### config.mk
export PLATFORM = sky130hd
export DESIGN_NAME = fu_issue_decode
export DESIGN_NICKNAME = d
export VERILOG_FILES = /design/src/fu_pkg.sv /design/src/fu_issue_decode.sv
export SDC_FILE = /design/constraint.sdc
export NUM_CORES = 1
export LEC_CHECK = 0
export BUFFER_PORTS_ARGS = -buffer_cell sky130_fd_sc_hd__buf_2
export CAP_MARGIN = 10
export CORE_AREA = 2 2 122 124
export DETAILED_ROUTE_END_ITERATION = 16
export DIE_AREA = 0 0 124 126
export PLACE_DENSITY = 0.76
export SYNTH_ARGS = -nofsm -noshare
export SYNTH_HDL_FRONTEND = slang
export SYNTH_SLANG_ARGS = --single-unit
### constraint.sdc
create_clock -name clk -period 13.5 [get_ports clk]
set_input_delay 4.05 -clock clk [delete_from_list [all_inputs] [get_ports clk]]
set_output_delay 4.05 -clock clk [all_outputs]
set_load 0.01 [all_outputs]
### src/fu_pkg.sv
package fu_pkg;

  // Datapath widths
  localparam int GPR_W = 64;
  localparam int ROB_IDX_W = 6;

  // Data memory geometry
  localparam int DMEM_BYTES = 4096;
  localparam int DMEM_ADDR_W = $clog2(DMEM_BYTES);

  typedef logic [GPR_W-1:0] gpr_t;
  typedef logic [ROB_IDX_W-1:0] rob_idx_t;

  // N is bit 3, Z bit 2, C bit 1, V bit 0
  typedef logic [3:0] nzcv_t;

  typedef logic [3:0] cond_t;
  typedef logic [3:0] fu_op_t;

  // Arithmetic and logic
  localparam fu_op_t FU_OP_PLUS = 4'd0;
  localparam fu_op_t FU_OP_MINUS = 4'd1;
  localparam fu_op_t FU_OP_AND = 4'd2;
  localparam fu_op_t FU_OP_OR = 4'd3;
  localparam fu_op_t FU_OP_ORN = 4'd4;
  localparam fu_op_t FU_OP_EOR = 4'd5;

  // Conditional selects
  localparam fu_op_t FU_OP_CSEL = 4'd6;
  localparam fu_op_t FU_OP_CSINC = 4'd7;
  localparam fu_op_t FU_OP_CSINV = 4'd8;
  localparam fu_op_t FU_OP_CSNEG = 4'd9;

  localparam fu_op_t FU_OP_MOV = 4'd10;

  // Load/store port only
  localparam fu_op_t FU_OP_LDUR = 4'd11;
  localparam fu_op_t FU_OP_STUR = 4'd12;

  // ARM condition field encodings
  localparam cond_t COND_EQ = 4'd0;
  localparam cond_t COND_NE = 4'd1;
  localparam cond_t COND_CS = 4'd2;
  localparam cond_t COND_CC = 4'd3;
  localparam cond_t COND_MI = 4'd4;
  localparam cond_t COND_PL = 4'd5;
  localparam cond_t COND_VS = 4'd6;
  localparam cond_t COND_VC = 4'd7;
  localparam cond_t COND_HI = 4'd8;
  localparam cond_t COND_LS = 4'd9;
  localparam cond_t COND_GE = 4'd10;
  localparam cond_t COND_LT = 4'd11;
  localparam cond_t COND_GT = 4'd12;
  localparam cond_t COND_LE = 4'd13;
  localparam cond_t COND_AL = 4'd14;

endpackage
### src/fu_issue_decode.sv
`timescale 1ns/1ps

module fu_issue_decode (
  input  logic             clk,
  input  logic             rst_n,
  input  logic             alu_start,
  input  logic             alu_set_nzcv,
  input  fu_pkg::fu_op_t   alu_op,
  input  fu_pkg::fu_op_t   ls_op,
  input  fu_pkg::gpr_t     alu_val_a,
  input  fu_pkg::gpr_t     alu_val_b,
  input  fu_pkg::rob_idx_t alu_dst,
  input  fu_pkg::rob_idx_t ls_dst,
  input  fu_pkg::nzcv_t    alu_nzcv,
  input  fu_pkg::cond_t    alu_cond,
  input  logic             ls_start,
  output logic             alu_ready,
  output logic             ls_ready,
  output logic             alu_go,
  output logic             ls_go,
  output fu_pkg::fu_op_t   ex_op,
  output fu_pkg::gpr_t     ex_val_a,
  output fu_pkg::gpr_t     ex_val_b,
  output fu_pkg::cond_t    ex_cond,
  output fu_pkg::nzcv_t    ex_nzcv,
  output logic             ex_set_nzcv,
  output fu_pkg::rob_idx_t ex_dst,
  output logic             mem_req,
  output logic             mem_write
);
  import fu_pkg::*;

  logic alu_accept;

  // Load/store always takes the shared writeback slot
  assign alu_accept = alu_start && !ls_start;
  assign alu_ready = !ls_start;
  assign ls_ready = 1'b1;

  // Memory is accessed in the start cycle itself
  assign mem_req = ls_start;
  assign mem_write = ls_start && (ls_op == FU_OP_STUR);

  always_ff @(posedge clk) begin
    if (!rst_n) begin
      alu_go <= 1'b0;
      ls_go <= 1'b0;
    end else begin
      alu_go <= alu_accept;
      ls_go <= ls_start;
    end
  end

  // Operand registers for the ALU stage
  always_ff @(posedge clk) begin
    if (alu_accept) begin
      ex_op <= alu_op;
      ex_val_a <= alu_val_a;
      ex_val_b <= alu_val_b;
      ex_cond <= alu_cond;
      ex_nzcv <= alu_nzcv;
      ex_set_nzcv <= alu_set_nzcv;
    end
    if (ls_start) begin
      ex_dst <= ls_dst;
    end else if (alu_accept) begin
      ex_dst <= alu_dst;
    end
  end

endmodule

; ---- Word-level counts from Yosys, hierarchy flattened
; Index checks and enable logic that the tools add are counted.
[op_classes]
n_div = 0
addsub = 0
reduce_logical = 4
eq_ne = 1
multipliers = 0
bitwise = 0
mux = 2
n_lt_le_gt_ge = 0
shifts = 0
[op_table]
columns = op, n
row1 = two-way mux 6 bit, 2
row2 = "equality test 4 bit, second input constant", 1
row3 = logical AND 1 bit, 2
row4 = nonzero test 2 bit, 1
row5 = zero test 1 bit, 1
[word_totals]
input_bits = 161
memories = 0
ff_bits = 149
latch_bits = 0
romBits = 0
out_inout_bits = 153
ramBits = 0

; ---- Longest topological paths before layout
[depth]
ltp_word = 4
ltp_mapped = 3
mapped_depth_nobuf = 2

; ---- Least setup slack after synthesis
; Ideal clock, no wire load.
[synth_path]
path_kind = input to output
from = input ls_start
to = output mem_write
slack_ps = 4918
n_path_buf = 1
path_stages = 3
arrival_time_ps = 4532
path_cell_list = buf_6 -> inv_4 -> nor4_4
[synth_via]
elab_chain_cells = 1
[synth_rtl]
columns = element, line
row1 = "start, declared", fu_issue_decode.sv:16  ; input logic ls_start,
row2 = logical AND 1 bit, fu_issue_decode.sv:42  ; assign mem_write = ls_start && (ls_op == FU_OP_STUR);
row3 = "end, declared", fu_issue_decode.sv:29  ; output logic mem_write
; Every way passes these cells.

; ---- Final worst setup path
; Ends and elaborated chain as after synthesis.

==> results.py <==
metrics = {
    "sta": {
        "fin_setup_tns_ps": 0,
        "worst_hold_slack_ps": 3810,
        "finalCritPeriodShare_pct": 65.6,
        "worstMarginPinSlew_ps": 961,
        "finalSetupViolations": 0,
        "slew_headroom_pct": 36.0,
        "post-route-min-period_ps": 8860,
        "final_max_slew_viol_count": 0,
        "fmaxAchievable_ghz": 0.113,
        "grt_setup_unrepaired": "no",
        "finalHoldViolations": 0,
    },
    "flow_run": {
        "max_cap_violations": 0,
    },
    "critical_path": {
        "cpLargestDelayFamily": "buffers and inverters",
        "cp-end-kind": "output pin",
        "cp_data_arrival_time_ps": 4810,
        "path_class": "input port to output pin",
        "crit_fanout": 11,
        "crit_buf_inv": 3,
        "cp_common_cell": "buf_2",
        "crit_path_max_incr_delay_ps": 270,
        "worstPathCellList": "buf_2 > inv_4 > nor4_4 > buf_2",
        "slowest_stage": "nor4_4",
        "worstPathRequired_ps": 9450,
        "critPathLaunchType": "input port",
    },
    "yosys": {
        "synth_area_um2": 4620,
        "syn_inst": 166,
        "synth_seq_cells": 149,
        "yosys_warnings": 0,
        "syn-mean-instance-area_um2": 27.8,
        "yosysSeqAreaShare_pct": 96.5,
        "ys_types": 13,
        "syn_nets": 327,
    },
    "global_routing": {
        "grt_use_total_pct": 13.7,
        "grt_pass1_vias": 3007,
        "met1_usage_pct": 15.4,
        "antenna_found_initial": 0,
        "grt_pass1_wl_um": 15500,
        "busiest_layer": "met2",
        "grt_overflow": 0,
        "grtUsageMet2_pct": 22.9,
        "gr-usage-met3_pct": 6.20,
        "grt_max_degree": 78,
    },
    "clocking": {
        "cts_tree": "yes",
        "numCtsBuffers": 17,
        "cts_resized": 0,
        "cts_setup_buffers": 0,
        "ctsHoldBuffers": 0,
        "root_buffer": "clkbuf_16",
        "h-tree-depth": 4,
        "cts_num_sinks": 149,
        "cts_buffer_depth": 2,
        "clk_pin_slew_ps": 60,
    },
    "placed_design": {
        "place_inst": 661,
        "gp_congestion": 0.746,
        "portBuffers": 312,
        "post-dp-hpwl_um": 8400,
        "placed_area_um2": 6400,
    },
    "layout": {
        "num_antenna_cells": 0,
        "drive_above_1_share_pct": 69.7,
        "utilization_pct": 48.8,
        "stdcell_count": 692,
        "area_growth_syn_to_layout_pct": 51.4,
        "fin_nets": 657,
        "finish.instance_area_um2": 6990,
    },
    "route": {
        "first_iter_violations": 174,
        "vias": 2878,
        "totalWireLength_um": 11100,
        "avgRoutedWirePerCell_um": 16.1,
        "drcViolationCount": 0,
        "via_per_inst": 4.16,
        "firstDrtPassIters": 4,
        "ant_nets": 0,
    },
    "die": {
        "ios": 314,
        "die_h_um": 126,
        "row_count": 44,
        "start_util_pct": 32.3,
        "core_um2": 14300,
        "fp.dieW_um": 124,
        "die-area_um2": 15600,
    },
    "hold_path": {
        "hp-class": "input port to flip-flop",
    },
    "run_status": {
        "status": "finished clean",
    },
    "power_and_ir_drop": {
        "p_leak_nw": 2.98,
        "power.density_nw_per_um2": 158,
        "peakVddDrop_uv": 89.7,
    },
}
-- cell type report --
cell class / count / area [µm²]
Clock buffer: 18 / 429
Clock inverter: 13 / 159
Fill cell: 1239 / 7320
Inverter: 1 / 6.26
Multi-Input combinational cell: 13 / 136
Sequential cell: 149 / 4450
Tap cell: 184 / 230
Timing Repair Buffer: 314 / 1580
-- path summary, 6_finish.rpt --
kind          start            to  slack (ps)  cells after the start
max        ls_start     mem_write        4640                      4
min   alu_val_a[42]  ex_val_a[42]        3810                      1
-- synth_stat cells --
cell | number | share of area (%)
and2_1 | 2 | 0.27
buf_4 | 2 | 0.33
buf_6 | 1 | 0.24
conb_1 | 1 | 0.081
dfxtp_1 | 2 | 0.87
edfxtp_1 | 147 | 96
inv_4 | 1 | 0.14
mux2_2 | 4 | 0.98
mux2_4 | 2 | 0.65
nand2_1 | 1 | 0.081
nor2b_2 | 1 | 0.19
nor4_4 | 1 | 0.46
or2_2 | 1 | 0.14
-- kinds of logic after synthesis --
family                 count (synthesis)  synth area share [%]
flip-flops                           149                  96.5
multiplexers                           6                  1.63
AND/OR/NAND/NOR                        6                  1.14
other                                  1                0.0812
buffers and inverters                  4                 0.704
-- cells in the final DEF (no fill, tap or decap), drive strengths merged --
| cell type | count |
|---|---|
| inv | 2 |
| nand2 | 1 |
| clkinv | 6 |
| clkbuf | 18 |
| bufinv | 3 |
| mux2 | 6 |
| nor4 | 1 |
| conb | 1 |
| or2 | 1 |
| buf | 314 |
| dfxtp | 2 |
| and2 | 2 |
| clkinvlp | 3 |
| nor2b | 1 |
| edfxtp | 147 |
-- sequential cells by signal, summed over array words and instances (netlist names) --
register     flops
alu_go           1
ex_set_nzcv      1
ex_val_a        64
ls_go            1
ex_val_b        64
ex_op            4
ex_nzcv          4
ex_cond          4
ex_dst           6
-- per-stage QoR --
stage | power (mW) | worst slack, ps
floorplan | 0.591 | 4920
global placement | 0.644 | 4630
detailed placement | 0.647 | 4620
CTS | 1.12 | 4620
global route | 1.14 | 4580
finish | 1.10 | 4640
-- layer usage --
metal  up-vias  wire (µm)
met5         -          0
met4         0        128
met3        12       1170
met2       171       5670
met1      1374       4160
li1       1321          -
-- report_power, final --
group	internal [mW]	switching [mW]
Sequential	0.544	0.00789
Combinational	0.0382	0.0453
Clock	0.289	0.179
Total	0.872	0.232
Note: power is estimated with default switching activity, not from simulation.
