`src/fu_pkg.sv`:
```
package fu_pkg;

  // Datapath widths
  localparam int GPR_W = 64;
  localparam int ROB_IDX_W = 6;

  // Data memory geometry
  localparam int DMEM_BYTES = 4096;
  localparam int DMEM_ADDR_W = $clog2(DMEM_BYTES);

  typedef logic [GPR_W-1:0] gpr_t;
  typedef logic [ROB_IDX_W-1:0] rob_idx_t;

  // N is bit 3, Z bit 2, C bit 1, V bit 0
  typedef logic [3:0] nzcv_t;

  typedef logic [3:0] cond_t;
  typedef logic [3:0] fu_op_t;

  // Arithmetic and logic
  localparam fu_op_t FU_OP_PLUS = 4'd0;
  localparam fu_op_t FU_OP_MINUS = 4'd1;
  localparam fu_op_t FU_OP_AND = 4'd2;
  localparam fu_op_t FU_OP_OR = 4'd3;
  localparam fu_op_t FU_OP_ORN = 4'd4;
  localparam fu_op_t FU_OP_EOR = 4'd5;

  // Conditional selects
  localparam fu_op_t FU_OP_CSEL = 4'd6;
  localparam fu_op_t FU_OP_CSINC = 4'd7;
  localparam fu_op_t FU_OP_CSINV = 4'd8;
  localparam fu_op_t FU_OP_CSNEG = 4'd9;

  localparam fu_op_t FU_OP_MOV = 4'd10;

  // Load/store port only
  localparam fu_op_t FU_OP_LDUR = 4'd11;
  localparam fu_op_t FU_OP_STUR = 4'd12;

  // ARM condition field encodings
  localparam cond_t COND_EQ = 4'd0;
  localparam cond_t COND_NE = 4'd1;
  localparam cond_t COND_CS = 4'd2;
  localparam cond_t COND_CC = 4'd3;
  localparam cond_t COND_MI = 4'd4;
  localparam cond_t COND_PL = 4'd5;
  localparam cond_t COND_VS = 4'd6;
  localparam cond_t COND_VC = 4'd7;
  localparam cond_t COND_HI = 4'd8;
  localparam cond_t COND_LS = 4'd9;
  localparam cond_t COND_GE = 4'd10;
  localparam cond_t COND_LT = 4'd11;
  localparam cond_t COND_GT = 4'd12;
  localparam cond_t COND_LE = 4'd13;
  localparam cond_t COND_AL = 4'd14;

endpackage
```
`src/alu_exec.sv`:
```
`timescale 1ns/1ps

module alu_exec (
  input  fu_pkg::fu_op_t op,
  input  fu_pkg::gpr_t   val_a,
  input  fu_pkg::gpr_t   val_b,
  input  fu_pkg::cond_t  cond,
  input  fu_pkg::nzcv_t  nzcv_in,
  input  logic           set_nzcv,
  output fu_pkg::gpr_t   result,
  output fu_pkg::nzcv_t  nzcv_out,
  output logic           cond_holds
);
  import fu_pkg::*;

  logic [GPR_W:0] a_ext;
  logic [GPR_W:0] b_ext;
  logic [GPR_W:0] sum;
  logic [GPR_W:0] diff;
  logic           c_flag;
  logic           v_flag;

  // Condition is judged on the flags that came with the operation
  cond_check u_cond_check (
    .cond  (cond),
    .nzcv  (nzcv_in),
    .holds (cond_holds)
  );

  // One spare bit on top catches the carry
  assign a_ext = {1'b0, val_a};
  assign b_ext = {1'b0, val_b};
  assign sum = a_ext + b_ext;
  assign diff = a_ext - b_ext;

  always_comb begin
    c_flag = 1'b0;
    v_flag = 1'b0;
    case (op)
      FU_OP_PLUS: begin
        result = sum[GPR_W-1:0];
        c_flag = sum[GPR_W];
        v_flag = (val_a[GPR_W-1] == val_b[GPR_W-1]) &&
                 (sum[GPR_W-1] != val_a[GPR_W-1]);
      end
      FU_OP_MINUS: begin
        result = diff[GPR_W-1:0];
        // No borrow means a >= b
        c_flag = !diff[GPR_W];
        v_flag = (val_a[GPR_W-1] != val_b[GPR_W-1]) &&
                 (diff[GPR_W-1] != val_a[GPR_W-1]);
      end
      FU_OP_AND: result = val_a & val_b;
      FU_OP_OR: result = val_a | val_b;
      FU_OP_ORN: result = val_a | ~val_b;
      FU_OP_EOR: result = val_a ^ val_b;
      FU_OP_CSEL: result = cond_holds ? val_a : val_b;
      FU_OP_CSINC: result = cond_holds ? val_a : val_b + 1'b1;
      FU_OP_CSINV: result = cond_holds ? val_a : ~val_b;
      FU_OP_CSNEG: result = cond_holds ? val_a : ~val_b + 1'b1;
      // Plain OR, no shifted immediate
      FU_OP_MOV: result = val_a | val_b;
      default: result = '0;
    endcase

    if (set_nzcv) begin
      nzcv_out = {result[GPR_W-1], (result == '0), c_flag, v_flag};
    end else begin
      nzcv_out = nzcv_in;
    end
  end

endmodule

```
`src/cond_check.sv`:
```
`timescale 1ns/1ps

module cond_check (
  input  fu_pkg::cond_t cond,
  input  fu_pkg::nzcv_t nzcv,
  output logic          holds
);
  import fu_pkg::*;

  logic n_flag;
  logic z_flag;
  logic c_flag;
  logic v_flag;

  assign n_flag = nzcv[3];
  assign z_flag = nzcv[2];
  assign c_flag = nzcv[1];
  assign v_flag = nzcv[0];

  always_comb begin
    case (cond)
      COND_EQ: holds = z_flag;
      COND_NE: holds = !z_flag;
      COND_CS: holds = c_flag;
      COND_CC: holds = !c_flag;
      COND_MI: holds = n_flag;
      COND_PL: holds = !n_flag;
      COND_VS: holds = v_flag;
      COND_VC: holds = !v_flag;
      // Unsigned higher and lower-or-same
      COND_HI: holds = c_flag && !z_flag;
      COND_LS: holds = !c_flag || z_flag;
      // Signed compares
      COND_GE: holds = (n_flag == v_flag);
      COND_LT: holds = (n_flag != v_flag);
      COND_GT: holds = !z_flag && (n_flag == v_flag);
      COND_LE: holds = z_flag || (n_flag != v_flag);
      COND_AL: holds = 1'b1;
      // 4'b1111 also executes always on ARMv8
      default: holds = 1'b1;
    endcase
  end

endmodule

```
`config.mk`:
```
export PLATFORM = sky130hd
export DESIGN_NAME = alu_exec
export DESIGN_NICKNAME = d
export VERILOG_FILES = /design/src/fu_pkg.sv /design/src/alu_exec.sv /design/src/cond_check.sv
export SDC_FILE = /design/constraint.sdc
export NUM_CORES = 1
export LEC_CHECK = 0
export CAP_MARGIN = 20
export CELL_PAD_IN_SITES_DETAIL_PLACEMENT = 1
export CELL_PAD_IN_SITES_GLOBAL_PLACEMENT = 1
export CORE_MARGIN = 1
export CORE_UTILIZATION = 50
export DETAILED_ROUTE_END_ITERATION = 8
export DONT_BUFFER_PORTS = 1
export PLACE_DENSITY = 0.87
export SETUP_SLACK_MARGIN = 0.5
export SLEW_MARGIN = 5
export SYNTH_ARGS = -nofsm -noshare
export SYNTH_HDL_FRONTEND = slang
export SYNTH_SLANG_ARGS = --single-unit
export TNS_END_PERCENT = 50
```
`constraint.sdc`:
```
create_clock -name vclk -period 23.4
set_clock_uncertainty 0.2 [all_clocks]
set_input_delay 7.02 -clock vclk [all_inputs]
set_output_delay 7.02 -clock vclk [all_outputs]
set_load 0.05 [all_outputs]
```
**After elaboration in Yosys (flattened, before gate mapping)**

Cells that the tools add are included.

- Output and inout port bits: 69
- Register bits: 0

- Reductions and logical operators: 15
- Bitwise operators: 5
- $add $sub $neg: 4
- Mux-type cells: 9
- Equality and inequality tests: 29

Operator list:

| cell | count |
|---|---|
| 64-bit case mux with 10 select lines | 1 |
| 64-bit 2-to-1 mux | 4 |
| 64-bit by 1-bit adder with 64-bit output, second input constant | 2 |
| 64-bit OR | 2 |
| 64-bit by 64-bit adder with 65-bit output | 1 |
| 64-bit by 64-bit subtractor with 65-bit output | 1 |
| 64-bit AND | 1 |
| 64-bit logical NOT | 1 |
| 64-bit inverter | 1 |
| 64-bit XOR | 1 |
| 4-bit equality test, second input constant | 9 |
| 4-bit by 3-bit equality test with 1-bit output, second input constant | 8 |
| 4-bit by 2-bit equality test with 1-bit output, second input constant | 4 |
| 1-bit case mux with 14 select lines | 1 |
| 4-bit by 1-bit equality test with 1-bit output, second input constant | 2 |
| 4-bit logical NOT | 2 |
| 1-bit logical NOT | 5 |
| 1-bit logical AND | 4 |
| 4-bit 2-to-1 mux | 1 |
| 1-bit inequality test | 4 |
| 1-bit case mux with 2 select lines | 2 |
| 1-bit equality test | 2 |
| 1-bit logical OR | 2 |
| 2-bit OR reduction | 1 |

**Longest topological paths before layout**

- Depth in word-level cells: 7
- Gate-level depth with buffers: 18
- Gate-level depth less buffers: 16

**Hierarchy**

A second synthesis with hierarchy kept.

- Cells, all modules: 3033
- Area, all modules: 18288.8 sq um

Modules (own cells, without submodules):

| module | instances | seq. area each (sq um) | cells each | area an instance (sq um) |
|---|---|---|---|---|
| alu_exec | 1 | 0.0 | 3010 | 18123.6 |
| cond_check | 1 | 0.0 | 23 | 165.2 |

**Least setup slack after synthesis**

No wires, ideal clock.

- Kind: input to output
- Start: input val_b[5]
- End: output nzcv_out[2]
- Path buffers: 2
- Data arrival time: 11635 ps
- Slack: 4545 ps
- Stages on the path: 16
- Data required time: 16180 ps
- Path through: buf_1 > inv_1 > ha_1 > clkbuf_1 > nor2_1 > nand4b_1 > o311ai_1 > o21ai_1 > a2111oi_1 > nor4_4 > o21ai_0 > a31oi_1 > o221a_2 > o21ai_0 > nor2b_1 > a22o_1

- Word-level cells in the longest chain between the ends: 6

RTL lines:

| item | line | RTL |
|---|---|---|
| start: declaration | alu_exec.sv:6 | `input fu_pkg::gpr_t val_b,` |
| 64-bit inverter | alu_exec.sv:60 | `FU_OP_CSNEG: result = cond_holds ? val_a : ~val_b + 1'b1;` |
| 64-bit by 1-bit adder with 64-bit output | alu_exec.sv:60 |  |
| 64-bit 2-to-1 mux | alu_exec.sv:60 |  |
| 64-bit case mux with 10 select lines (*) | alu_exec.sv:39 | `case (op)` |
| net result[61] | alu_exec.sv:10 | `output fu_pkg::gpr_t result,` |
| 64-bit logical NOT (*) | alu_exec.sv:67 | `nzcv_out = {result[GPR_W-1], (result == '0), c_flag, v_flag};` |
| 4-bit 2-to-1 mux (*) | alu_exec.sv:66 | `if (set_nzcv) begin` |
| end: declaration | alu_exec.sv:11 | `output fu_pkg::nzcv_t nzcv_out,` |

Mark *: on every way through the listed nets, which the timed path passes. The rest lies on a longest branch.

**Worst setup path after layout**

- Start: input op[2]
- End: output nzcv_out[2]

- Word-level cells in the longest chain between the ends: 5

RTL lines:

| item | line | RTL |
|---|---|---|
| start: declaration | alu_exec.sv:4 | `input fu_pkg::fu_op_t op,` |
| 4-bit equality test / 4-bit by 2-bit equality test with 1-bit output (equally long branches) | alu_exec.sv:39 |  |
| 2-bit OR reduction (no source line) | - |  |
| 64-bit case mux with 10 select lines (*) | alu_exec.sv:39 |  |
| net result[0] | alu_exec.sv:10 |  |
| 64-bit logical NOT (*) | alu_exec.sv:67 |  |
| 4-bit 2-to-1 mux (*) | alu_exec.sv:66 |  |

Marks and branches as above.

==> flow_summary.toml <==
[status]
outcome = "finished, final reports clean"

[layout]
mostFrequentLayoutCells = "nor2_1, a21oi_1, nand2_1, o21ai_0, inv_1"
n_fill_cell = 4626
layout-drive-gt1-share_pct = 5.59
nets = 2868
area_growth_pct = 1.53
nFlopsAndLatches = 0
clkbuf_count = 0
register_area_um2 = 0
layout_commonest_cell = "nor2_1"
multi_input_area_mm2 = 0.0155

[worst_setup_path]
worstPathMaxFanout = 31
worstSetupPathType = "in -> out"
end_kind = "output pin"
crit_required_ps = 16180
arrival_ps = 13860
cp-start-kind = "input pin"

[cts]
ctsHoldBuffers = 0
ctsResizeCount = 0
cts_setup_buffers = 0

[global_route]
grt_overflow = 0
antenna_found_initial = 6
grt_max_degree = 53
grt_pass1_vias = 24566
grt_pass1_wl_mm = 153
grt_usage_pct = 58.6

[hold_path]
hold_path_class = "in -> out"

[sta]
max_clock_freq_mhz = 47.4
fin_crit_sh_pct = 90.1
rsz0062_at_grt = "false"
period_minus_slack_ps = 21080
finalMaxSlewViolations = 0
worstMarginPinSlew_ps = 1240
fin_setup_tns_ps = 0
hold_viol_final = 0
hold_ws_ps = 14110
max-slew-margin-rel_pct = 16.6
setup_viol = 0

[route]
wl_per_cell_um = 34.5
ant_nets = 0
drt-initial-drc-count = 3787
wirelength_mm = 105
dr.pass1.iters = 6
drc_errors = 0
via_count = 25444
viasPerCell = 8.37

[floorplanning]
design.core.area_mm2 = 0.0329
die_width_um = 186
num_io_pins = 210
rows = 66
start_util_pct = 51.4
die_h_um = 186
die_area_mm2 = 0.0345

[run]
max_cap_violations = 0

[logic_synthesis]
yosys.area_share.simple_pct = 31.6
synth.avg_cell_area_um2 = 6.16
synth_cells = 2741
seq_area_frac_synth_pct = 0
muxShareOfSynthArea_pct = 1.68
synth_compound_area_share_pct = 42.6
synth_warnings = 0
syn_nets = 3015
synth_top_family_by_area = "compound AO/OA/AOI/OAI gates"
synth_cell_types = 103
synthXorXnorAreaFrac_pct = 5.55
yosys.area_share.adder_pct = 9.95
syn_area_mm2 = 0.0169

[placed_design]
dp_hpwl_mm = 78.9
io_buffer_count = 0
gp_congestion = 1.13
-- kinds of logic after synthesis --
| group | after synthesis |
|---|---|
| buf+inv | 366 |
| mux | 26 |
| simple gates | 1053 |
| fa+ha+maj | 133 |
| xor+xnor | 107 |
| compound gates | 1056 |
-- area by class of cell --
class / instances / area share, %
Inverter: 139 / 3.04
Antenna cell: 5 / 0.0730
Timing Repair Buffer: 78 / 3.26
Tap cell: 442 / 3.23
Multi-Input combinational cell: 2375 / 90.4
-- critical path: stages --
cell      delay [ps]
nand3b_1         540
nand2_1          640
nor2_2           220
buf_4            280
a21oi_2           40
buf_4            300
nor2_1           150
buf_4            300
o21ai_1          420
nor4_1           600
nand3_1          110
or4_1            580
nor4_2           500
nand4_1          480
nor4_1          1070
a22o_1           570
-- synth_stat cells, types with 29 or more instances --
master | instances | area (um^2)
o221ai_1 | 39 | 342
nor4_1 | 65 | 407
nand2b_1 | 29 | 181
o22ai_1 | 30 | 188
a21o_1 | 32 | 240
nor3_1 | 114 | 571
nor2b_1 | 31 | 194
buf_2 | 34 | 170
nand3_1 | 97 | 485
a211oi_1 | 52 | 390
nand4_1 | 57 | 357
inv_1 | 134 | 503
nand2_1 | 203 | 762
o21ai_0 | 181 | 906
ha_1 | 131 | 1640
a31oi_1 | 33 | 206
xnor2_1 | 103 | 902
nor2_1 | 297 | 1110
o31ai_1 | 45 | 338
a21oi_1 | 264 | 1320
clkbuf_1 | 161 | 604
o211ai_1 | 34 | 255
-- through the flow --
stage | worst slack (ps) | std cells | cell area, um^2 | util, %
after floorplan | 4550 | 2741 | 16900 | -
after global placement | 2890 | 3018 | 17000 | 51.8
after detailed placement | 2860 | 3028 | 17100 | 52.0
after CTS | 2840 | 3028 | 17100 | 52.0
after global routing | 2520 | 3035 | 17100 | 52.1
final | 2320 | 3039 | 17100 | 52.1
-- final timing paths --
check	depth (start not counted)	startpoint	slack (ps)	end
min	2	set_nzcv	14110	nzcv_out[1]
max	16	op[2]	2320	nzcv_out[2]
-- metal layers --
metal | GRT usage, % | routed length, um
met1 | 68.3 | 36500
met2 | 81.9 | 40500
met3 | 25.9 | 17100
met4 | 47.7 | 10500
met5 | 1.33 | 58
