`config.mk`:
```
export PLATFORM = sky130hd
export DESIGN_NAME = fu_writeback
export DESIGN_NICKNAME = d
export VERILOG_FILES = /design/src/fu_pkg.sv /design/src/fu_writeback.sv
export SDC_FILE = /design/constraint.sdc
export NUM_CORES = 1
export LEC_CHECK = 0
export BUFFER_PORTS_ARGS = -buffer_cell sky130_fd_sc_hd__buf_2
export CAP_MARGIN = 40
export CORE_ASPECT_RATIO = 0.75
export CORE_MARGIN = 3
export CORE_UTILIZATION = 42
export DETAILED_ROUTE_END_ITERATION = 12
export PLACE_DENSITY_LB_ADDON = 0.1
export SLEW_MARGIN = 30
export SYNTH_ARGS = -nofsm -noshare
export SYNTH_HDL_FRONTEND = slang
export SYNTH_SLANG_ARGS = --single-unit
```
`constraint.sdc`:
```
create_clock -name clk -period 3.3 [get_ports clk]
set_input_delay 0.165 -clock clk [delete_from_list [all_inputs] [get_ports clk]]
set_output_delay 0.165 -clock clk [all_outputs]
set_load 0.05 [all_outputs]
```
`src/fu_pkg.sv`:
```
package fu_pkg;

  // Datapath widths
  localparam int GPR_W = 64;
  localparam int ROB_IDX_W = 6;

  // Data memory geometry
  localparam int DMEM_BYTES = 4096;
  localparam int DMEM_ADDR_W = $clog2(DMEM_BYTES);

  typedef logic [GPR_W-1:0] gpr_t;
  typedef logic [ROB_IDX_W-1:0] rob_idx_t;

  // N is bit 3, Z bit 2, C bit 1, V bit 0
  typedef logic [3:0] nzcv_t;

  typedef logic [3:0] cond_t;
  typedef logic [3:0] fu_op_t;

  // Arithmetic and logic
  localparam fu_op_t FU_OP_PLUS = 4'd0;
  localparam fu_op_t FU_OP_MINUS = 4'd1;
  localparam fu_op_t FU_OP_AND = 4'd2;
  localparam fu_op_t FU_OP_OR = 4'd3;
  localparam fu_op_t FU_OP_ORN = 4'd4;
  localparam fu_op_t FU_OP_EOR = 4'd5;

  // Conditional selects
  localparam fu_op_t FU_OP_CSEL = 4'd6;
  localparam fu_op_t FU_OP_CSINC = 4'd7;
  localparam fu_op_t FU_OP_CSINV = 4'd8;
  localparam fu_op_t FU_OP_CSNEG = 4'd9;

  localparam fu_op_t FU_OP_MOV = 4'd10;

  // Load/store port only
  localparam fu_op_t FU_OP_LDUR = 4'd11;
  localparam fu_op_t FU_OP_STUR = 4'd12;

  // ARM condition field encodings
  localparam cond_t COND_EQ = 4'd0;
  localparam cond_t COND_NE = 4'd1;
  localparam cond_t COND_CS = 4'd2;
  localparam cond_t COND_CC = 4'd3;
  localparam cond_t COND_MI = 4'd4;
  localparam cond_t COND_PL = 4'd5;
  localparam cond_t COND_VS = 4'd6;
  localparam cond_t COND_VC = 4'd7;
  localparam cond_t COND_HI = 4'd8;
  localparam cond_t COND_LS = 4'd9;
  localparam cond_t COND_GE = 4'd10;
  localparam cond_t COND_LT = 4'd11;
  localparam cond_t COND_GT = 4'd12;
  localparam cond_t COND_LE = 4'd13;
  localparam cond_t COND_AL = 4'd14;

endpackage
```
`src/fu_writeback.sv`:
```
`timescale 1ns/1ps

module fu_writeback (
  input  logic             clk,
  input  logic             rst_n,
  input  logic             alu_go,
  input  logic             ls_go,
  input  fu_pkg::rob_idx_t dst,
  input  fu_pkg::gpr_t     alu_result,
  input  fu_pkg::gpr_t     ls_data,
  input  fu_pkg::nzcv_t    alu_nzcv,
  input  logic             alu_set_nzcv,
  input  logic             alu_cond_holds,
  output logic             rob_done,
  output fu_pkg::rob_idx_t rob_dst,
  output fu_pkg::gpr_t     rob_value,
  output fu_pkg::nzcv_t    rob_nzcv,
  output logic             rob_set_nzcv,
  output logic             rob_cond
);

  always_ff @(posedge clk) begin
    if (!rst_n) begin
      rob_done <= 1'b0;
    end else begin
      rob_done <= alu_go || ls_go;
    end
  end

  // At most one of the two go bits is set in any cycle
  always_ff @(posedge clk) begin
    if (ls_go) begin
      rob_dst <= dst;
      rob_value <= ls_data;
      rob_nzcv <= '0;
      rob_set_nzcv <= 1'b0;
      rob_cond <= 1'b0;
    end else if (alu_go) begin
      rob_dst <= dst;
      rob_value <= alu_result;
      rob_nzcv <= alu_nzcv;
      rob_set_nzcv <= alu_set_nzcv;
      rob_cond <= alu_cond_holds;
    end
  end

endmodule

```
; Word-level counts from Yosys, hierarchy flattened
; Cells that the tools add are included.
; Widths: inputs -> output; s select.
[word_totals]
regBits = 77
inputBits = 144
output_inout_bits = 77
wordCells = 12
[op_classes]
n_mux = 4
n_reduce_logical = 2
[op_table]
columns = cell, count
row1 = $mux 64, 2
row2 = $mux 6, 2
row3 = $reduce_bool 2->1, 1
row4 = $logic_or 1x1->1, 1

; Logic depth before layout (Yosys ltp)
; Gate-level depths: netlist (run 1).
[logic_depth]
depth_word = 2
depth_mapped = 3
mapped_depth_nobuf = 2

; Least setup slack after synthesis (run 1)
; OpenSTA, ideal clock, no wires.
[synth_timing]
path_kind = in2reg
start = input alu_go
end = register rob_dst[0], enable pin
t_arrival_ns = 1.952
path_slack_ns = 0.915
stages = 2
path_buffers = 1
cell_sequence = buf_2 -> or2_1
[synth_between]
elab_chain_cells = 1
[synth_rtl]
columns = element, line
row1 = start: declaration, fu_writeback.sv:6  ; input logic alu_go,
row2 = $reduce_bool 2->1 (no source line), --
row3 = end signal: assignment, fu_writeback.sv:33  ; rob_dst <= dst;
row4 = end signal: assignment, fu_writeback.sv:39  ; rob_dst <= dst;
row5 = end: declaration, fu_writeback.sv:15  ; output fu_pkg::rob_idx_t rob_dst,
; No other way between the ends.
; A chain may end at the register's enable or synchronous reset.

; Worst setup path in the final report (run 1)
[layout_timing]
start = input ls_go
end = register rob_value[41] (data pin)
[layout_between]
elab_chain_cells = 1
[layout_rtl]
columns = element, line
row1 = start: declaration, fu_writeback.sv:7  ; input logic ls_go,
row2 = $mux 64, fu_writeback.sv:32  ; if (ls_go) begin
row3 = end signal: assignment, fu_writeback.sv:34  ; rob_value <= ls_data;
row4 = end signal: assignment, fu_writeback.sv:40  ; rob_value <= alu_result;
row5 = end: declaration, fu_writeback.sv:16  ; output fu_pkg::gpr_t rob_value,
; No other way between the ends.

==> results.txt, run 1 <==
Detailed routing inserted a total of 2,247 vias. STA classifies the critical path endpoint as a flop. The layer flagged by global routing as most heavily used is met2. The final critical delay including setup and external delays is 1550 ps.

The initial antenna violation count is 0. The count of maximum capacitance violations is 0. The setup TNS after final layout is 0 ps. The x dimension of the die came out at 111 um.

The congestion estimate from routability-driven global placement came to 0.779. At the pin with the least slew margin, the transition time is 723 ps. The critical path in this run is classified as input pin to flop. Yosys mapped the design onto 10 distinct sky130hd cell types. The origin of the worst min-delay path is rst_n. The final setup skew came out at 0 ps. The gate count after technology mapping came out at 164.

The worst relative slew slack is 51.8%. The worst hold path cell count is 2. The number of placed I/O pins is 221. The number of buffers added by the clock tree synthesis step is 9. The met3 capacity usage during global routing is 7.49%. The filler cells instantiated in the layout total 622. Setup repair after global routing left no endpoint under its margin.

The number of warnings issued by yosys came out at 0. Counting along the longest clock path gives a buffer depth of 2. In the routed design, unresolved DRC markers number 0.

The first-pass GRT wire length is 12,400 um. The sequential cell area in the final layout is 0.00224 mm^2. The met2 usage in global routing is 30.3%. In this run the critical register-to-register path is launched from rob_nzcv[3]. The worst setup path is launched from an input pin. The number of post-CTS setup repair buffers is 0.

The maximum net fanout on the critical path is 41. The die height came out at 84.4 um. The detailed-route wire length per cell came out at 15.9 um. Counting cells, the worst reg-to-reg path comes to 2.

Before antenna repair, the detailed router went through 4 iterations. Before CTS, the worst setup slack after placement is 1380 ps. The clock root buffer is sky130_fd_sc_hd__clkbuf_8. The flow ran to the end, and the final reports show no timing, DRC or antenna violations.

The largest net degree at the start of global routing came out at 45. The final non-filler cell total came out at 499. The count of endpoints failing hold in the final timing report is 0. The endpoint arrival time on the critical path came out at 1640 ps. Global routing consumed, on the met1 layer, 18.9% of the routing resources. The TritonCTS clock tree is yes.

In this run the static leakage power is 2.37 nW. The register area share after synthesis came out at 65.1%. The number of clock sinks is 77.

Setup violations remaining at the end of the flow were counted as 0. The routed wire length came out at 7930 um. The core region is 0.00763 mm^2. The count of nets left with antenna violations after detail routing came out at 0.

The initial core utilization came out at 45.1%. After clock tree synthesis, the clock-pin slew on the worst setup and hold paths is 70 ps. The maximum achievable frequency came out at 645 MHz. The net count reported at finish came out at 538.

Sorting the synthesized cells by area gives the leading types as sky130_fd_sc_hd__edfxtp_1, sky130_fd_sc_hd__mux2_4, sky130_fd_sc_hd__dfxtp_1. The critical path starts at ls_go. The antenna diode count came out at 0. The net count of the mapped netlist came out at 308. The area used by multi-input combinational logic is 0.00106 mm^2. The post-synthesis register bit count came out at 77. The period utilization is 47.0%.

The number of H-tree levels came out at 3. The DRC violation total after the first TritonRoute iteration is 89. The overall power of the completed layout came out at 2.74 mW. The number of global-route vias before repair was 2,391.

The total instance count after detailed placement came out at 478. The power density relative to cell area came out at 565 mW/mm^2. The cell type contributing the most total cell area after synthesis is sky130_fd_sc_hd__edfxtp_1. The placement row count came out at 27. The share of synthesized area in the top cell type comes to 61.0%. The post-layout utilization of the core came out at 63.5%. The count of buffers added on input and output ports is 220. The type of the most critical hold path is input pin to flop.

Dividing the synthesized area by the synthesized cell count gives 21.0 um^2. The fraction of layout instances using a drive strength above 1 is 75.4%. The layout-stage area growth over the synthesis result came out at 40.7%. The total routing resource utilization after global routing is 17.1%. The required time reported for the critical path endpoint came out at 3390 ps.

Using the TritonRoute via totals, the vias-per-cell ratio works out to 4.50. The total die area came out at 0.00934 mm^2. For the worst-skew pair, the clock arrives at the later sink with an insertion delay of 340 ps. The post-synthesis instance area is 0.00345 mm^2.

The largest vdd supply drop came out at 252 uV. The final critical-path setup slack is 1750 ps. The sum of overflow across all layers after global routing is 0. The max-slew violation count is 0.
## per-layer routing
layer	wire [um]	vias up
met4	81	0
met2	4180	132
met1	2800	1023
li1	-	1086
met5	0	-
met3	863	6
## metrics by stage
| step | hold WS [ps] | cell area, um^2 |
|---|---|---|
| finish | 24.7 | 4850 |
| global route | 16.0 | 4850 |
| CTS | 4.63 | 4850 |
| detailed placement | 343 | 4560 |
| global placement | 342 | 4540 |
| floorplan | 264 | 3450 |
## cell type report
type / count / area share, %
flip-flops and latches: 77 / 46.3
repair buffers: 228 / 24.6
multi-input cells: 78 / 21.8
clock buffers: 11 / 2.71
well taps: 101 / 2.61
clock inverters: 4 / 2.01
## placed cells by master, fill, tap and decap left out
master | netlist | final
sky130_fd_sc_hd__and2_1 | 1 | 1
sky130_fd_sc_hd__buf_12 | 6 | 1
sky130_fd_sc_hd__buf_2 | 1 | 219
sky130_fd_sc_hd__buf_4 | 0 | 2
sky130_fd_sc_hd__bufinv_16 | 0 | 3
sky130_fd_sc_hd__clkbuf_1 | 0 | 2
sky130_fd_sc_hd__clkbuf_8 | 0 | 9
sky130_fd_sc_hd__clkinvlp_4 | 0 | 1
sky130_fd_sc_hd__dfxtp_1 | 7 | 7
sky130_fd_sc_hd__dlygate4sd3_1 | 0 | 6
sky130_fd_sc_hd__edfxtp_1 | 70 | 70
sky130_fd_sc_hd__mux2_4 | 64 | 64
sky130_fd_sc_hd__mux2i_1 | 6 | 6
sky130_fd_sc_hd__nor2_1 | 6 | 6
sky130_fd_sc_hd__or2_4 | 0 | 1
## path summary, 6_finish.rpt
| path | to | slack (ps) |
|---|---|---|
| worst min register to register | rob_set_nzcv | 500 |
| worst max register to register | rob_nzcv[3] | 2690 |
| worst min-delay path | rob_done | 20 |
| worst max-delay path | rob_value[41] | 1750 |
## repair_timing
action                    in CTS  in global routing
hold buffers                   6                  0
resized for setup              0                  0
hold endpoints to repair       6                  0
## registers in the layout, indices dropped and copies added, names as in the netlist
signal and flops:
rob_nzcv 4, rob_cond 1, rob_value 64, rob_dst 6, rob_done 1, rob_set_nzcv 1
## worst max-delay path, stage by stage
cell,delay [ps]
sky130_fd_sc_hd__buf_4,410
sky130_fd_sc_hd__buf_4,670
sky130_fd_sc_hd__mux2_4,350
## cell usage after synthesis
cell,n
sky130_fd_sc_hd__mux2_4,64
sky130_fd_sc_hd__mux2i_1,6
sky130_fd_sc_hd__buf_2,1
sky130_fd_sc_hd__nor2_1,6
sky130_fd_sc_hd__edfxtp_1,70
sky130_fd_sc_hd__buf_6,2
sky130_fd_sc_hd__and2_1,1
sky130_fd_sc_hd__buf_12,6
sky130_fd_sc_hd__or2_1,1
sky130_fd_sc_hd__dfxtp_1,7
## power by group
| part | total, mW | switching (mW) | internal (mW) | leakage [nW] |
|---|---|---|---|---|
| Combinational | 0.710 | 0.481 | 0.229 | 1.49 |
| Sequential | 1.20 | 0.0256 | 1.18 | 0.771 |
| Clock | 0.823 | 0.324 | 0.499 | 0.110 |
| Total | 2.74 | 0.830 | 1.91 | 2.37 |
## logic make-up after synthesis
family                 synth area share [%]
flip-flops                             65.1
multiplexers                           29.6
buffers and inverters                  4.28
AND/OR/NAND/NOR                        1.02
Note: power is estimated with default switching activity, not from simulation.
==> inputs of run 2 (changes only) <==
--- a/config.mk
+++ b/config.mk
@@ -5,11 +5,12 @@
 export SDC_FILE = /design/constraint.sdc
 export NUM_CORES = 1
 export LEC_CHECK = 0
+export ABC_AREA = 1
 export BUFFER_PORTS_ARGS = -buffer_cell sky130_fd_sc_hd__buf_2
 export CAP_MARGIN = 40
 export CORE_ASPECT_RATIO = 0.75
 export CORE_MARGIN = 3
-export CORE_UTILIZATION = 42
+export CORE_UTILIZATION = 37
 export DETAILED_ROUTE_END_ITERATION = 12
 export PLACE_DENSITY_LB_ADDON = 0.1
 export SLEW_MARGIN = 30
==> constraint.sdc (replaced) <==
create_clock -name clk -period 1.35 [get_ports clk]
set_input_delay 0.0675 -clock clk [delete_from_list [all_inputs] [get_ports clk]]
set_output_delay 0.0675 -clock clk [all_outputs]
set_load 0.05 [all_outputs]
==> results.txt, run 2 <==
The tightest min-delay check is of the input pin to flop type. The count of nets left with antenna violations after detail routing is 0 (unchanged). The number of fill cells in the layout came out at 739 (+19%). The fraction of layout instances using a drive strength above 1 is 43.5% (-32 points). The number of warnings issued by yosys came out at 0 (unchanged). The worst path buffer plus inverter count came out at 1 (-1). The antenna diode count is 0 (unchanged). Setup repair after global routing left no endpoint under its margin. The total instance count after detailed placement is 634 (+33%).

The DRC violation total after the first TritonRoute iteration came out at 88 (-1.1%). The total die area is 0.00980 mm^2 (+4.9%). The number of I/O port buffers came out at 220 (unchanged). Yosys attributes the largest share of cell area to sky130_fd_sc_hd__edfxtp_1, sky130_fd_sc_hd__nand2_1, sky130_fd_sc_hd__dfxtp_1.

The average vias per placed instance is 4.36 (-3.2%). The largest registers in the layout are rob_value (64), rob_dst (6), rob_nzcv (4). The number of global-route vias before repair came to 2,725 (+14%). The number of clock sinks is 77 (unchanged). The async set-reset flop share out of synthesis was 0% (unchanged). The post-synthesis instance area is 0.00320 mm^2 (-7.3%). The gate count after technology mapping came out at 317 (+93%).

The final critical-path setup slack is 349 ps (-1400 ps). The area fraction of the dominant cell type after synthesis was 65.8% (+4.8 points). The total routing resource utilization after global routing was 17.6% (+0.52 points). The leading cell type in the layout, fill and taps excluded is sky130_fd_sc_hd__buf_2.

The post-synthesis register bit count came out at 77 (unchanged). The number of H-tree levels was 3 (unchanged). The count of maximum capacitance violations came out at 0 (unchanged). The sequential cell area in the final layout came out at 0.00224 mm^2 (unchanged). The smallest clock period supported by the final layout is computed as 1000 ps. The period utilization is 74.1%. The count of flip-flops with a built-in enable after synthesis is 70 (unchanged).

The max-slew violation count is 0 (unchanged). The detailed-router iteration count before antenna repair is 4 (unchanged). On the critical path the largest part of the delay comes from flip-flops.

The clock latency of the later-clocked register in the worst-skew pair came to 320 ps (-20 ps). The number of flip-flops under the largest register name came out at 64 (unchanged). TritonCTS built the clock tree. The routed wire length is 8700 um (+9.7%). The largest stage delay on the critical path came out at 390 ps (-280 ps). The post-layout utilization of the core is 59.4% (-4.1 points). The initial core utilization came out at 39.3% (-5.8 points). The number of library cell types mapped by synthesis is 11 (+1).

The kind of launch point of the worst setup path is a flop. The final setup skew is 0 ps (unchanged). The count of endpoints failing hold in the final timing report was 0 (unchanged). The endpoint arrival time on the critical path came out at 930 ps (-710 ps). The sum of overflow across all layers after global routing is 0 (unchanged). The detailed-route wire length per cell is 13.2 um (-17%). The library cells used most frequently in the layout, excluding fill and tap cells, are sky130_fd_sc_hd__buf_2, sky130_fd_sc_hd__nand2_1, sky130_fd_sc_hd__edfxtp_1, sky130_fd_sc_hd__nor2_1, sky130_fd_sc_hd__dlygate4sd3_1. The remaining design rule violation count was 0 (unchanged). The final RePlAce weighted congestion came to 0.788 (+1.2%). The overall power of the completed layout is 7.08 mW (+160%). The maximum net fanout on the critical path came out at 1 (-98%). The die height came out at 86.5 um (+2.4%). The count of final setup violators came out at 0 (unchanged). The setup path with the least slack is of type flop to primary output. The leakage dissipation is 2.56 nW (+7.8%).

For this run, the leading register cell type out of synthesis is sky130_fd_sc_hd__edfxtp_1. The area used by multi-input combinational logic came out at 827 um^2 (-22%). The largest individual stage delay along the critical path comes from the cell sky130_fd_sc_hd__edfxtp_1. The setup TNS after final layout is 0 ps (unchanged). The transition at the pin with the smallest max-transition slack came to 417 ps (-305 ps). The net count of the mapped netlist came out at 461 (+50%).

Yosys instantiated no cell more often than sky130_fd_sc_hd__nand2_1. The x dimension of the die is 113 um (+2.5%). The power density relative to cell area came out at 1470 mW/mm^2 (+160%). The placement row count was 28 (+3.7%). The layout-stage area growth over the synthesis result came out at 51.2%. The clock root buffer is sky130_fd_sc_hd__clkbuf_16.

The maximum achievable frequency came out at 999 MHz. The post-synthesis area per instance is 10.1 um^2 (-52%). The largest net degree at the start of global routing was 54 (+20%). The flow ran to the end, and the final reports show no timing, DRC or antenna violations.

The register area share after synthesis came out at 70.2% (+5.1 points). STA classifies the critical path endpoint as a primary output. The worst relative slew slack came out at 72.2% (+20 points).

The minimum setup slack after placement came out at 398 ps (-980 ps). The post-DP HPWL is 6580 um. The largest vdd supply drop is 634 uV (+150%). The number of placed I/O pins is 221 (unchanged).

The register name with the most flops is rob_value. The first-pass GRT wire length is 13,300 um (+6.8%). The worst-case clock buffer depth came out at 2 (unchanged). The biggest area contributor in the post-synthesis netlist is sky130_fd_sc_hd__edfxtp_1. The net count reported at finish is 696 (+29%). By count the netlist is led by sky130_fd_sc_hd__nand2_1, sky130_fd_sc_hd__edfxtp_1, sky130_fd_sc_hd__nor2_1. The placeable core region is 0.00813 mm^2 (+6.5%). The number of buffers added by the clock tree synthesis step came out at 9 (unchanged). The required time reported for the critical path endpoint was 1280 ps (-2110 ps). The clock slew at the register clock pins of the worst setup and hold paths came out at 60 ps (about the same). The final non-filler cell total is 661 (+32%). Traced cell by cell, the critical path runs through buf_2. The initial antenna violation count is 0 (unchanged). The total number of vias came out at 2,882 (+28%).
-- run 2: report_power, final --
part           total, mW  internal, mW  switching [mW]
registers           2.95          2.89          0.0600
clock network       2.46          1.60           0.858
logic               1.68         0.429            1.25
total               7.08          4.91            2.17
-- run 2: per-stage QoR --
step           hold WS (ps)  cell area (um^2)
2_1_floorplan           166              3200
4_1_cts                1.21              4830
6_report               13.1              4830
3_3_place_gp            244              4410
3_5_place_dp            246              4410
5_1_grt                2.23              4830
-- run 2: layer usage --
layer  vias up  wire length (um)  global-route usage, %
met2       155              4180                   29.3
li1       1478                 -                      -
met4         0               141                   5.35
met5         -                 0                      0
met1      1237              3350                   20.5
met3        12              1020                   8.30
-- run 2: repair_timing --
| action | 4_1_cts | 5_1_grt |
|---|---|---|
| resized for setup | 0 | 0 |
| hold endpoints to repair | 12 | 0 |
| hold buffers | 12 | 0 |
| setup buffers | 0 | 0 |
-- run 2: worst paths after layout --
check	to	depth (start not counted)	slack (ps)	start
max reg2reg	rob_cond	2	800	rob_cond
min	rob_value[63]	3	10	alu_result[63]
max	rob_value[47]	1	350	rob_value[47]
min reg2reg	rob_nzcv[0]	2	470	rob_nzcv[0]
-- run 2: cell type report --
type                            count  share of cell area [%]
Inverter                            7                   0.544
Sequential cell                    77                    46.4
Multi-Input combinational cell    218                    17.1
Timing Repair Buffer              239                    26.9
Tap cell                          105                    2.72
Clock buffer                       10                    4.74
Clock inverter                      5                    1.58
-- run 2: cells by family after synthesis --
logic type | Yosys count | share of synthesized area (%)
compound gates | 1 | 0.235
buf+inv | 22 | 4.03
flops | 77 | 70.2
simple gates | 217 | 25.6
